$ cat src/source/fpu_pkg.sv
// shared widths, encodings and operation codes for the single-precision FPU
// imported by every module of the design

package fpu_pkg;

  // IEEE single field widths
  localparam int word_w = 32;
  localparam int exp_w  = 8;
  localparam int frac_w = 23;
  // fraction plus hidden bit
  localparam int mant_w = 24;
  // mantissa plus carry bit plus sign guard bit
  localparam int addsub_w = 26;
  // leading-zero count of a 24 bit mantissa needs 0..24
  localparam int lz_w = 5;

  localparam int exp_bias = 127;

  // exponent used by infinity and NaN
  localparam logic [exp_w-1:0] exp_all_ones = 8'hFF;
  // quiet NaN returned for infinity times zero
  localparam logic [word_w-1:0] qnan_word = 32'h7FC0_0000;

  // operation codes, code 3 is unused and yields zero
  localparam int op_w = 2;
  localparam logic [op_w-1:0] op_add = 2'd0;
  localparam logic [op_w-1:0] op_sub = 2'd1;
  localparam logic [op_w-1:0] op_mul = 2'd2;

  // command FSM states
  localparam int st_w = 2;
  // waiting for start
  localparam logic [st_w-1:0] st_idle = 2'd0;
  // operands loaded, datapaths settling
  localparam logic [st_w-1:0] st_calc = 2'd1;
  // result registered
  localparam logic [st_w-1:0] st_done = 2'd2;
  // cmd_end raised, waiting for start to drop
  localparam logic [st_w-1:0] st_wait = 2'd3;

endpackage

$ cat src/source/fpu_addsub.sv
// combinational add/subtract datapath for IEEE single words
// align exponents, add in two's complement, normalize and truncate

`timescale 1ns/100ps

module fpu_addsub (
  input  logic [fpu_pkg::word_w-1:0] opa,
  input  logic [fpu_pkg::word_w-1:0] opb,
  input  logic [fpu_pkg::op_w-1:0]   op_q,
  output logic [fpu_pkg::word_w-1:0] addsub_result
);
  import fpu_pkg::*;

  logic                sign_a;
  logic                sign_b;
  logic [exp_w-1:0]    exp_a;
  logic [exp_w-1:0]    exp_b;
  logic [exp_w-1:0]    exp_big;
  logic [addsub_w-1:0] mant_a;
  logic [addsub_w-1:0] mant_b;
  logic [addsub_w-1:0] aligned_a;
  logic [addsub_w-1:0] aligned_b;
  logic [addsub_w-1:0] signed_a;
  logic [addsub_w-1:0] signed_b;
  logic [addsub_w-1:0] sum;
  logic [addsub_w-1:0] sum_abs;
  logic                sum_sign;
  logic [lz_w-1:0]     lz_count;
  logic [mant_w-1:0]   norm_mant;
  logic [exp_w-1:0]    norm_exp;

  // number of zeros above the first set bit, mant_w when the value is zero
  function automatic logic [lz_w-1:0] lead_zeros(input logic [mant_w-1:0] value);
    logic [lz_w-1:0] count;
    logic            found;
    count = lz_w'(mant_w);
    found = 1'b0;
    for (int i = mant_w - 1; i >= 0; i--) begin
      if (value[i] && !found) begin
        count = lz_w'(mant_w - 1 - i);
        found = 1'b1;
      end
    end
    return count;
  endfunction

  // unpack, hidden bit only for nonzero exponent
  assign sign_a = opa[word_w-1];
  assign sign_b = opb[word_w-1];
  assign exp_a  = opa[word_w-2:frac_w];
  assign exp_b  = opb[word_w-2:frac_w];
  // two top bits left free for carry and sign
  assign mant_a = {2'b00, exp_a != '0, opa[frac_w-1:0]};
  assign mant_b = {2'b00, exp_b != '0, opb[frac_w-1:0]};

  // smaller operand moves right until both share the larger exponent
  assign exp_big   = (exp_a < exp_b) ? exp_b : exp_a;
  assign aligned_a = mant_a >> (exp_big - exp_a);
  assign aligned_b = mant_b >> (exp_big - exp_b);

  // signed magnitudes into two's complement
  assign signed_a = sign_a ? -aligned_a : aligned_a;
  assign signed_b = sign_b ? -aligned_b : aligned_b;

  assign sum      = (op_q == op_sub) ? signed_a - signed_b : signed_a + signed_b;
  assign sum_sign = sum[addsub_w-1];
  assign sum_abs  = sum_sign ? -sum : sum;
  assign lz_count = lead_zeros(sum_abs[mant_w-1:0]);

  always_comb begin
    if (sum_abs == '0) begin
      // exact cancellation gives positive zero
      norm_mant = '0;
      norm_exp  = '0;
    end else if (sum_abs[mant_w]) begin
      // carry out of the mantissa, drop one bit
      norm_mant = sum_abs[mant_w:1];
      norm_exp  = exp_big + 1'b1;
    end else begin
      // cancellation moves the leading one back to the hidden position
      norm_mant = sum_abs[mant_w-1:0] << lz_count;
      norm_exp  = exp_big - exp_w'(lz_count);
    end
  end

  assign addsub_result = {sum_sign, norm_exp, norm_mant[frac_w-1:0]};

endmodule

$ cat src/source/fpu_mul.sv
// combinational multiply datapath for IEEE single words
// round to nearest even, with NaN, infinity and zero overrides

`timescale 1ns/100ps

module fpu_mul (
  input  logic [fpu_pkg::word_w-1:0] opa,
  input  logic [fpu_pkg::word_w-1:0] opb,
  output logic [fpu_pkg::word_w-1:0] mul_result
);
  import fpu_pkg::*;

  logic                  sign_a;
  logic                  sign_b;
  logic                  res_sign;
  logic [exp_w-1:0]      exp_a;
  logic [exp_w-1:0]      exp_b;
  logic [frac_w-1:0]     frac_a;
  logic [frac_w-1:0]     frac_b;
  logic [mant_w-1:0]     mant_a;
  logic [mant_w-1:0]     mant_b;
  logic [2*mant_w-1:0]   product;
  logic [2*mant_w-1:0]   prod_norm;
  logic [exp_w-1:0]      exp_sum;
  logic [exp_w-1:0]      exp_norm;
  logic                  rnd_guard;
  logic                  rnd_sticky;
  logic                  round_up;
  logic [mant_w:0]       rounded;
  logic [mant_w-1:0]     final_mant;
  logic [exp_w-1:0]      final_exp;
  logic                  a_nan;
  logic                  a_inf;
  logic                  a_zero;
  logic                  b_nan;
  logic                  b_inf;
  logic                  b_zero;

  assign sign_a = opa[word_w-1];
  assign sign_b = opb[word_w-1];
  assign exp_a  = opa[word_w-2:frac_w];
  assign exp_b  = opb[word_w-2:frac_w];
  assign frac_a = opa[frac_w-1:0];
  assign frac_b = opb[frac_w-1:0];
  assign mant_a = {exp_a != '0, frac_a};
  assign mant_b = {exp_b != '0, frac_b};

  assign res_sign = sign_a ^ sign_b;

  // operand classes
  assign a_nan  = (exp_a == exp_all_ones) && (frac_a != '0);
  assign a_inf  = (exp_a == exp_all_ones) && (frac_a == '0);
  assign a_zero = (exp_a == '0) && (frac_a == '0);
  assign b_nan  = (exp_b == exp_all_ones) && (frac_b != '0);
  assign b_inf  = (exp_b == exp_all_ones) && (frac_b == '0);
  assign b_zero = (exp_b == '0) && (frac_b == '0);

  // product of two 1.x values lies in [1, 4)
  assign product = mant_a * mant_b;
  // biased exponents add, one bias removed
  assign exp_sum = exp_a + exp_b - exp_w'(exp_bias);

  // top bit set means 1x.xxx, bump the exponent
  // otherwise shift so the leading one sits at the top
  assign exp_norm  = product[2*mant_w-1] ? exp_sum + 1'b1 : exp_sum;
  assign prod_norm = product[2*mant_w-1] ? product : product << 1;

  // keep the upper mant_w bits, guard is the next one, sticky the rest
  assign rnd_guard  = prod_norm[mant_w-1];
  assign rnd_sticky = |prod_norm[mant_w-2:0];
  // exact halfway only rounds up when the kept lsb is odd
  assign round_up   = rnd_guard && (rnd_sticky || prod_norm[mant_w]);
  assign rounded    = {1'b0, prod_norm[2*mant_w-1:mant_w]} + (mant_w+1)'(round_up);

  // rounding carry gives 10.000, renormalize
  assign final_mant = rounded[mant_w] ? rounded[mant_w:1] : rounded[mant_w-1:0];
  assign final_exp  = rounded[mant_w] ? exp_norm + 1'b1 : exp_norm;

  always_comb begin
    if (a_nan) begin
      mul_result = opa;
    end else if (b_nan) begin
      mul_result = opb;
    end else if ((a_inf && b_zero) || (a_zero && b_inf)) begin
      mul_result = qnan_word;
    end else if (a_inf || b_inf) begin
      mul_result = {res_sign, exp_all_ones, {frac_w{1'b0}}};
    end else if (a_zero || b_zero) begin
      mul_result = {res_sign, {(word_w-1){1'b0}}};
    end else begin
      // no overflow or underflow saturation
      mul_result = {res_sign, final_exp, final_mant[frac_w-1:0]};
    end
  end

endmodule

$ cat src/source/fpu_control.sv
// command controller of the FPU
// runs the start/busy/cmd_end handshake, holds operands and registers the result

`timescale 1ns/100ps

module fpu_control (
  input  logic                       clk,
  input  logic                       arst,
  input  logic [fpu_pkg::word_w-1:0] a,
  input  logic [fpu_pkg::word_w-1:0] b,
  input  logic [fpu_pkg::op_w-1:0]   op,
  input  logic                       start,
  input  logic [fpu_pkg::word_w-1:0] addsub_result,
  input  logic [fpu_pkg::word_w-1:0] mul_result,
  output logic [fpu_pkg::word_w-1:0] opa,
  output logic [fpu_pkg::word_w-1:0] opb,
  output logic [fpu_pkg::op_w-1:0]   op_q,
  output logic [fpu_pkg::word_w-1:0] result,
  output logic                       busy,
  output logic                       cmd_end
);
  import fpu_pkg::*;

  logic [st_w-1:0]   state;
  logic [st_w-1:0]   next_state;
  logic [word_w-1:0] sel_result;

  // next state
  always_comb begin
    next_state = state;
    case (state)
      st_idle: begin
        if (start) begin
          next_state = st_calc;
        end
      end
      // datapaths settle on the loaded operands for one cycle
      st_calc: next_state = st_done;
      st_done: next_state = st_wait;
      // hold here until start drops
      st_wait: begin
        if (!start) begin
          next_state = st_idle;
        end
      end
      default: next_state = st_idle;
    endcase
  end

  always_ff @(posedge clk or posedge arst) begin
    if (arst) begin
      state <= st_idle;
    end else begin
      state <= next_state;
    end
  end

  // handshake levels are registered from the next state
  always_ff @(posedge clk or posedge arst) begin
    if (arst) begin
      busy    <= 1'b0;
      cmd_end <= 1'b0;
    end else begin
      busy    <= (next_state != st_idle);
      cmd_end <= (next_state == st_wait);
    end
  end

  // operands and op code captured when the command is accepted
  always_ff @(posedge clk or posedge arst) begin
    if (arst) begin
      opa  <= '0;
      opb  <= '0;
      op_q <= op_add;
    end else if (state == st_idle && next_state == st_calc) begin
      opa  <= a;
      opb  <= b;
      op_q <= op;
    end
  end

  // pick the datapath by the captured op code
  always_comb begin
    case (op_q)
      op_add:  sel_result = addsub_result;
      op_sub:  sel_result = addsub_result;
      op_mul:  sel_result = mul_result;
      default: sel_result = '0;
    endcase
  end

  // result loaded at the end of the calc cycle
  // it then stays put until the next command
  always_ff @(posedge clk or posedge arst) begin
    if (arst) begin
      result <= '0;
    end else if (state == st_calc) begin
      result <= sel_result;
    end
  end

endmodule

$ cat src/source/fpu_top.sv
// top level of the single-precision FPU
// the controller feeds registered operands to the add/sub and multiply datapaths
// and registers the selected result

`timescale 1ns/100ps

module fpu_top (
  input  logic                       clk,
  input  logic                       arst,
  input  logic [fpu_pkg::word_w-1:0] a,
  input  logic [fpu_pkg::word_w-1:0] b,
  input  logic [fpu_pkg::op_w-1:0]   op,
  input  logic                       start,
  output logic [fpu_pkg::word_w-1:0] result,
  output logic                       busy,
  output logic                       cmd_end
);
  import fpu_pkg::*;

  // registered operands and op code
  logic [word_w-1:0] opa;
  logic [word_w-1:0] opb;
  logic [op_w-1:0]   op_q;
  // datapath outputs back to the controller
  logic [word_w-1:0] addsub_result;
  logic [word_w-1:0] mul_result;

  fpu_control u_control (
    .clk           (clk),
    .arst          (arst),
    .a             (a),
    .b             (b),
    .op            (op),
    .start         (start),
    .addsub_result (addsub_result),
    .mul_result    (mul_result),
    .opa           (opa),
    .opb           (opb),
    .op_q          (op_q),
    .result        (result),
    .busy          (busy),
    .cmd_end       (cmd_end)
  );

  // add and subtract share one datapath
  fpu_addsub u_addsub (
    .opa           (opa),
    .opb           (opb),
    .op_q          (op_q),
    .addsub_result (addsub_result)
  );

  fpu_mul u_mul (
    .opa        (opa),
    .opb        (opb),
    .mul_result (mul_result)
  );

endmodule

$ cat config.mk
export PLATFORM = sky130hd
export DESIGN_NAME = fpu_top
export DESIGN_NICKNAME = d
export VERILOG_FILES = /design/src/source/fpu_pkg.sv /design/src/source/fpu_addsub.sv /design/src/source/fpu_mul.sv /design/src/source/fpu_control.sv /design/src/source/fpu_top.sv
export SDC_FILE = /design/constraint.sdc
export NUM_CORES = 2
export LEC_CHECK = 0
export BUFFER_PORTS_ARGS = -buffer_cell sky130_fd_sc_hd__clkbuf_2
export CAP_MARGIN = 20
export CELL_PAD_IN_SITES_DETAIL_PLACEMENT = 1
export CELL_PAD_IN_SITES_GLOBAL_PLACEMENT = 1
export CORE_UTILIZATION = 47
export CTS_CLUSTER_SIZE = 25
export DETAILED_ROUTE_END_ITERATION = 8
export PLACE_DENSITY = 0.82
export SLEW_MARGIN = 30
export SYNTH_ARGS = -nofsm -noshare
export SYNTH_HDL_FRONTEND = slang
export SYNTH_SLANG_ARGS = --single-unit
$ cat constraint.sdc
create_clock -name clk -period 14.7 [get_ports clk]
set_clock_uncertainty 0.05 [all_clocks]
set_input_delay 3.675 -clock clk [delete_from_list [all_inputs] [get_ports clk]]
set_output_delay 3.675 -clock clk [all_outputs]
set_load 0.01 [all_outputs]
## Word level (Yosys, flattened, before mapping)

Cells that the tools add are included.

- Memories: 0
- Word-level logic and storage cells: 179
- Bits in writable memories: 0
- Output and inout bits: 34
- Flip-flop bits (word level): 102
- Input bits: 69
- Memory bits (read-only): 0
- Bits in latches: 0

- Reduce and logical (&&, ||, !) cells: 74
- Div/mod/pow operators: 0
- Shift operators: 3
- Multiply operators: 1
- Mux-type cells: 69
- Order comparisons: 1
- Bitwise operators: 1
- Equality and inequality tests: 9
- $add $sub $neg: 14

Operator list:

| kind | count |
|---|---|
| $mux W5 | 24 |
| $mux W26 | 4 |
| $mux W32 | 3 |
| $neg A26 Y26 | 3 |
| $mux W23 | 3 |
| $pmux W32 S2 | 1 |
| $mux W31 | 2 |
| $shr A24 B8 Y26 | 2 |
| $mul A24 B24 Y48 | 1 |
| $mux W48 | 1 |
| $logic_not A23 Y1 | 2 |
| $reduce_bool A23 Y1 | 2 |
| $mux W8 | 5 |
| $logic_and A1 B1 Y1 | 33 |
| $add A26 B26 Y26 | 1 |
| $logic_not A26 Y1 | 1 |
| $sub A26 B26 Y26 | 1 |
| $add A24 B1 Y25 | 1 |
| $add A8 B1 Y8 const B | 3 |
| $shl A24 B5 Y23 | 1 |
| $logic_not A1 Y1 | 23 |
| $mux W1 | 23 |
| $reduce_or A23 Y1 | 1 |
| $eq A8 B8 Y1 const B | 2 |
| other kinds (16) | 29 |

## Longest topological paths before layout

- Depth after elaboration: 84
- Mapped depth: 67
- Gate-level depth less buffers: 61

## By module

A second synthesis with hierarchy kept.

- Cell total of the unflattened synthesis: 4,681
- Area, all modules: 37,822.5 µm²

By module, submodules not included:

| module | cells each | area an instance (µm²) | times used | seq. area each (µm²) |
|---|---|---|---|---|
| fpu_mul | 2,675 | 22,083.7 | 1 | 0.0 |
| fpu_addsub | 1,678 | 11,609.9 | 1 | 0.0 |
| fpu_control | 328 | 4,129.0 | 1 | 2,552.4 |

## Worst setup path before layout

OpenSTA, ideal clock, no wires.

- Path type: flip-flop to flip-flop
- From: reg u_control.opb[24] in the netlist's numbering
- To: reg u_control.result[30] in the netlist's numbering
- Buffers on the path: 6
- Cell stages (with the launch flop): 64
- Arrival time: 13.172 ns
- Required time: 14.524 ns
- Setup slack: 1.352 ns
- Library setup time: 0.126 ns
- Period minus slack after synthesis: 13.348 ns
- Cells stage by stage: dfrtp_1 > inv_1 > ha_1 > nor2b_1 > o211ai_1 > a21oi_1 > nor2_1 > nor2_1 > a21oi_1 > ha_1 > inv_1 > fa_1 > buf_2 > inv_2 > buf_1 > mux4_2 > mux2_2 > a22oi_1 > [... 28 more ...] > o31a_1 > buf_2 > a21oi_4 > buf_2 > inv_1 > ha_1 > and2_1 > ha_1 > a21o_1 > a21oi_1 > o21bai_1 > a21oi_1 > o21bai_1 > a21oi_1 > xnor2_1 > xnor2_1 > a221oi_1 > nor2_1

- Word-level cells in the longest chain between the ends: 84
- Elaborated cells on any way between the ends: 142
- Those cells by class: add/sub (14); mul (1); order compare (1); eq/ne (1); shift (2); mux (63); reduce/logical (60)

RTL lines:

| what | line | source |
|---|---|---|
| from (decl) | fpu_control.sv:16 | `output logic [fpu_pkg::word_w-1:0] opb,` |
| from (signal assigned) | fpu_control.sv:73 | `opb <= '0;` |
| from (signal assigned) | fpu_control.sv:77 | `opb <= b;` |
| $lt A8 B8 Y1 | fpu_addsub.sv:57 | `assign exp_big = (exp_a < exp_b) ? exp_b : exp_a;` |
| $mux W8 | fpu_addsub.sv:57 |  |
| $sub A8 B8 Y8 (on tied branches) | fpu_addsub.sv:58, fpu_addsub.sv:59 |  |
| $shr A24 B8 Y26 (on tied branches) | fpu_addsub.sv:58, fpu_addsub.sv:59 |  |
| $neg A26 Y26 (on tied branches) | fpu_addsub.sv:62, fpu_addsub.sv:63 |  |
| $mux W26 (on tied branches) | fpu_addsub.sv:62, fpu_addsub.sv:63 |  |
| $add A26 B26 Y26 / $sub A26 B26 Y26 (equally long branches) | fpu_addsub.sv:65 | `assign sum = (op_q == op_sub) ? signed_a - signed_b : signed_a + signed_b;` |
| $mux W26 | fpu_addsub.sv:65 |  |
| [... 68 more ...] | -- |  |
| $mux W1 | fpu_addsub.sv:39 | `if (value[i] && !found) begin` |
| $logic_not A1 Y1 | fpu_addsub.sv:39 |  |
| $logic_and A1 B1 Y1 | fpu_addsub.sv:39 |  |
| $mux W5 | fpu_addsub.sv:39 |  |
| $sub A8 B5 Y8 | fpu_addsub.sv:82 | `norm_exp = exp_big - exp_w'(lz_count);` |
| $mux W8 | fpu_addsub.sv:75 | `end else if (sum_abs[mant_w]) begin` |
| $mux W8 | fpu_addsub.sv:71 | `if (sum_abs == '0) begin` |
| $pmux W32 S2 * | fpu_control.sv:84 | `case (op_q)` |
| to (signal assigned) | fpu_control.sv:98 | `result <= sel_result;` |
| to (decl) | fpu_control.sv:18 | `output logic [fpu_pkg::word_w-1:0] result,` |

Every way passes the cells marked *; elsewhere a longest branch is shown, timed or not.
A chain may end at the register's enable or synchronous reset.

## Final worst setup path

Ends and elaborated chain as after synthesis.

==> results.cfg <==
[critical_path]
cp-start-kind = register
end_kind = register
crit_slowest_cell = fa_1
critPathArrivalTime_ns = 14.09
rrSetupSlack_ns = 0.86
reg2reg_from = u_control.opb[24]
r2r_cells = 58
critPathRequiredTime_ns = 14.94
reg2reg_to = u_control.result[30]
crit_fanout = 15
slowest_delay_ns = 0.55
critPathKind = reg -> reg

[global_routing]
grt_max_degree = 67
grt_pass1_vias = 37200
use_met3_pct = 6.66
grt_pass1_wl_um = 221000
antenna_found_initial = 4
global_route.usage.met2_pct = 60.6
busiest_layer = met2
grt_remaining_overflow = 0
met1_usage_pct = 46.6
track_usage_pct = 36.8

[cells_and_area]
most-common-layout-cells = 644 x nand2_1, 566 x inv_1, 487 x fa_1, 263 x nor2_1, 248 x ha_1
area_growth_pct = 6.35
multiInputGateArea_mm2 = 0.0307
nFillCells = 9290
diodes = 0
drive_gt1_share_pct = 11.0
final_area_mm2 = 0.0387
num-nets-final = 5299
seqCellArea_mm2 = 0.00256
final_common_cell = nand2_1

[hold_path]
hp-class = reg -> reg
min_from = u_control.result[1]
whs_endpoint = u_control.result[1]
holdPathStages = 2

[detailed_routing]
drt_wl_total_um = 144000
drc = 0
viasPerCell = 6.33
drt-initial-drc-count = 3000
first_pass_iters = 6
ant_nets = 0
vias = 35000
wire_per_inst_um = 26.0

[logic_synthesis]
async_reset_ff_share_pct = 100
ys.flop_type = dfrtp_1
synth_top_area_share_pct = 26.8
syn_area_per_cell_um2 = 8.08
syn_nets = 5309
ys_top_cells_by_area = fa_1 27%, ha_1 8.6%, dfrtp_1 7.0%
ys_seq_elements = 102
ys_types = 110
ys_warn_count = 0
seq_area_frac_synth_pct = 7.02
synth-edff-count = 0
synthCells = 4504
synth_area_mm2 = 0.0364
yosysTopAreaCell = fa_1

[job]
max-cap-violations = 0

[clock_tree]
hold_buffers = 0
cts_sinks = 102
numCtsBuffers = 9
root_buffer = clkbuf_16
clk_pin_slew_ns = 0.09
clk_latency_ns = 0.42
cts_tree = yes
htreeDepth = 3
cts_buffer_depth = 2

[sta]
post-route-period-util_pct = 94.2
finalHoldViolCount = 0
worst_slew_pin_slew_ns = 1.14
period_needed_ns = 13.84
finalMaxSlewViolations = 0
fmax_mhz = 72.2
slew_headroom_pct = 24.3
setup_violations = 0

[floorplanning]
die_width_um = 280
num_io_pins = 103
core_mm2 = 0.0762
start_util_pct = 47.7
dieArea_mm2 = 0.0785
rows = 101
die_h_um = 280

[place]
dp_hpwl_um = 113000
gpl.final_weighted_congestion = 1.02
placed_area_mm2 = 0.0381
portBuffers = 102

[status]
outcome = complete, no violations
==> per-stage QoR <==
step	hold WS (ns)	setup WS, ns	util (%)	instances	TNS (ns)
5_1_grt	0.455	-0.0462	50.8	5529	-0.0462
3_3_place_gp	0.416	0.240	50.0	5496	0
2_1_floorplan	0.466	1.35	-	4504	0
6_report	0.435	0.859	50.8	5529	0
3_5_place_dp	0.420	-0.0928	50.0	5496	-0.0928
4_1_cts	0.441	0.110	50.4	5512	0
==> worst max path at each step <==
stage                                      end  cells past startpoint         startpoint  slack [ns]
final                     u_control.result[30]                     58  u_control.opb[24]        0.86
after global routing      u_control.result[30]                     58  u_control.opb[24]       -0.05
after CTS                 u_control.result[30]                     59  u_control.opb[24]        0.11
after detailed placement  u_control.result[30]                     58  u_control.opb[24]       -0.09
after global placement    u_control.result[30]                     56  u_control.opb[24]        0.24
after floorplan           u_control.result[30]                     63  u_control.opb[24]        1.35
==> layer usage <==
layer  vias up  routed length (um)  part of all wire, %
li1      15100                   -                    -
met1     17800               57400                   40
met2      1606               66600                   46
met3       514               11600                  8.0
met4         2                7930                  5.5
met5         -                  14               0.0098
==> area by class of cell <==
cell class                 instances  area share, %
tap                             1030           3.33
timing repair buffer             253           4.30
clock buffer                      10          0.618
clock inverter                     6          0.136
inverter                         570           5.54
sequential                       102           6.62
multi-input combinational       3558           79.5
==> repair_timing <==
action,CTS,global route
gates cloned,0,1
setup buffers,0,15
gates resized for setup,4,26
endpoints found under the setup margin,1,27
pin swaps,0,4
==> registers in the layout, indices dropped and copies added (netlist names) <==
name / cells
u_control.state: 2
u_control.busy: 1
u_control.op_q: 2
u_control.opb: 32
u_control.result: 32
u_control.opa: 32
u_control.cmd_end: 1
==> cells by family (layout without fill, tap and decap cells) <==
family,after synthesis,count (layout),synth area share [%]
AO/OA/AOI/OAI,850,851,15.8
buffers and inverters,845,839,8.94
flip-flops,102,102,7.02
AND/OR/NAND/NOR,1542,1542,20.1
multiplexers,231,231,7.89
XOR/XNOR,198,198,4.89
adder cells (fa/ha/maj),736,736,35.4
==> cells in the mapped netlist (23+ instances only) <==
master / count
xnor2_1: 131
nor3_1: 75
o22ai_1: 25
nand4_1: 39
mux2i_1: 89
xor2_1: 63
a21oi_1: 172
and2_1: 199
or3_1: 34
nand2_1: 645
dfrtp_1: 102
mux4_2: 33
o21a_1: 25
clkbuf_1: 215
o211ai_1: 38
ha_1: 249
inv_1: 567
nand3_1: 92
o21ai_0: 190
o31ai_1: 34
nor4_1: 34
a31oi_1: 31
a21o_1: 55
nor2_1: 268
nand2b_1: 29
buf_2: 26
mux2_2: 103
a221oi_1: 29
buf_1: 24
and3_1: 23
a211oi_1: 36
fa_1: 487
nor2b_1: 24
==> worst max-delay path, delay by kind of cell, from the launching register on <==
kind | cells | cell delay (ns)
muxes | 1 | 0.37
adders and majority gates | 7 | 2.16
AOI/OAI and AO/OA | 24 | 5.69
and+or+nand+nor | 16 | 3.43
buffers and inverters | 6 | 0.87
xor gates and xnor gates | 4 | 0.72
DFF | 1 | 0.44
Power is not shown: default switching activity piles up to over one toggle a cycle in this logic, so the estimate is an artifact.
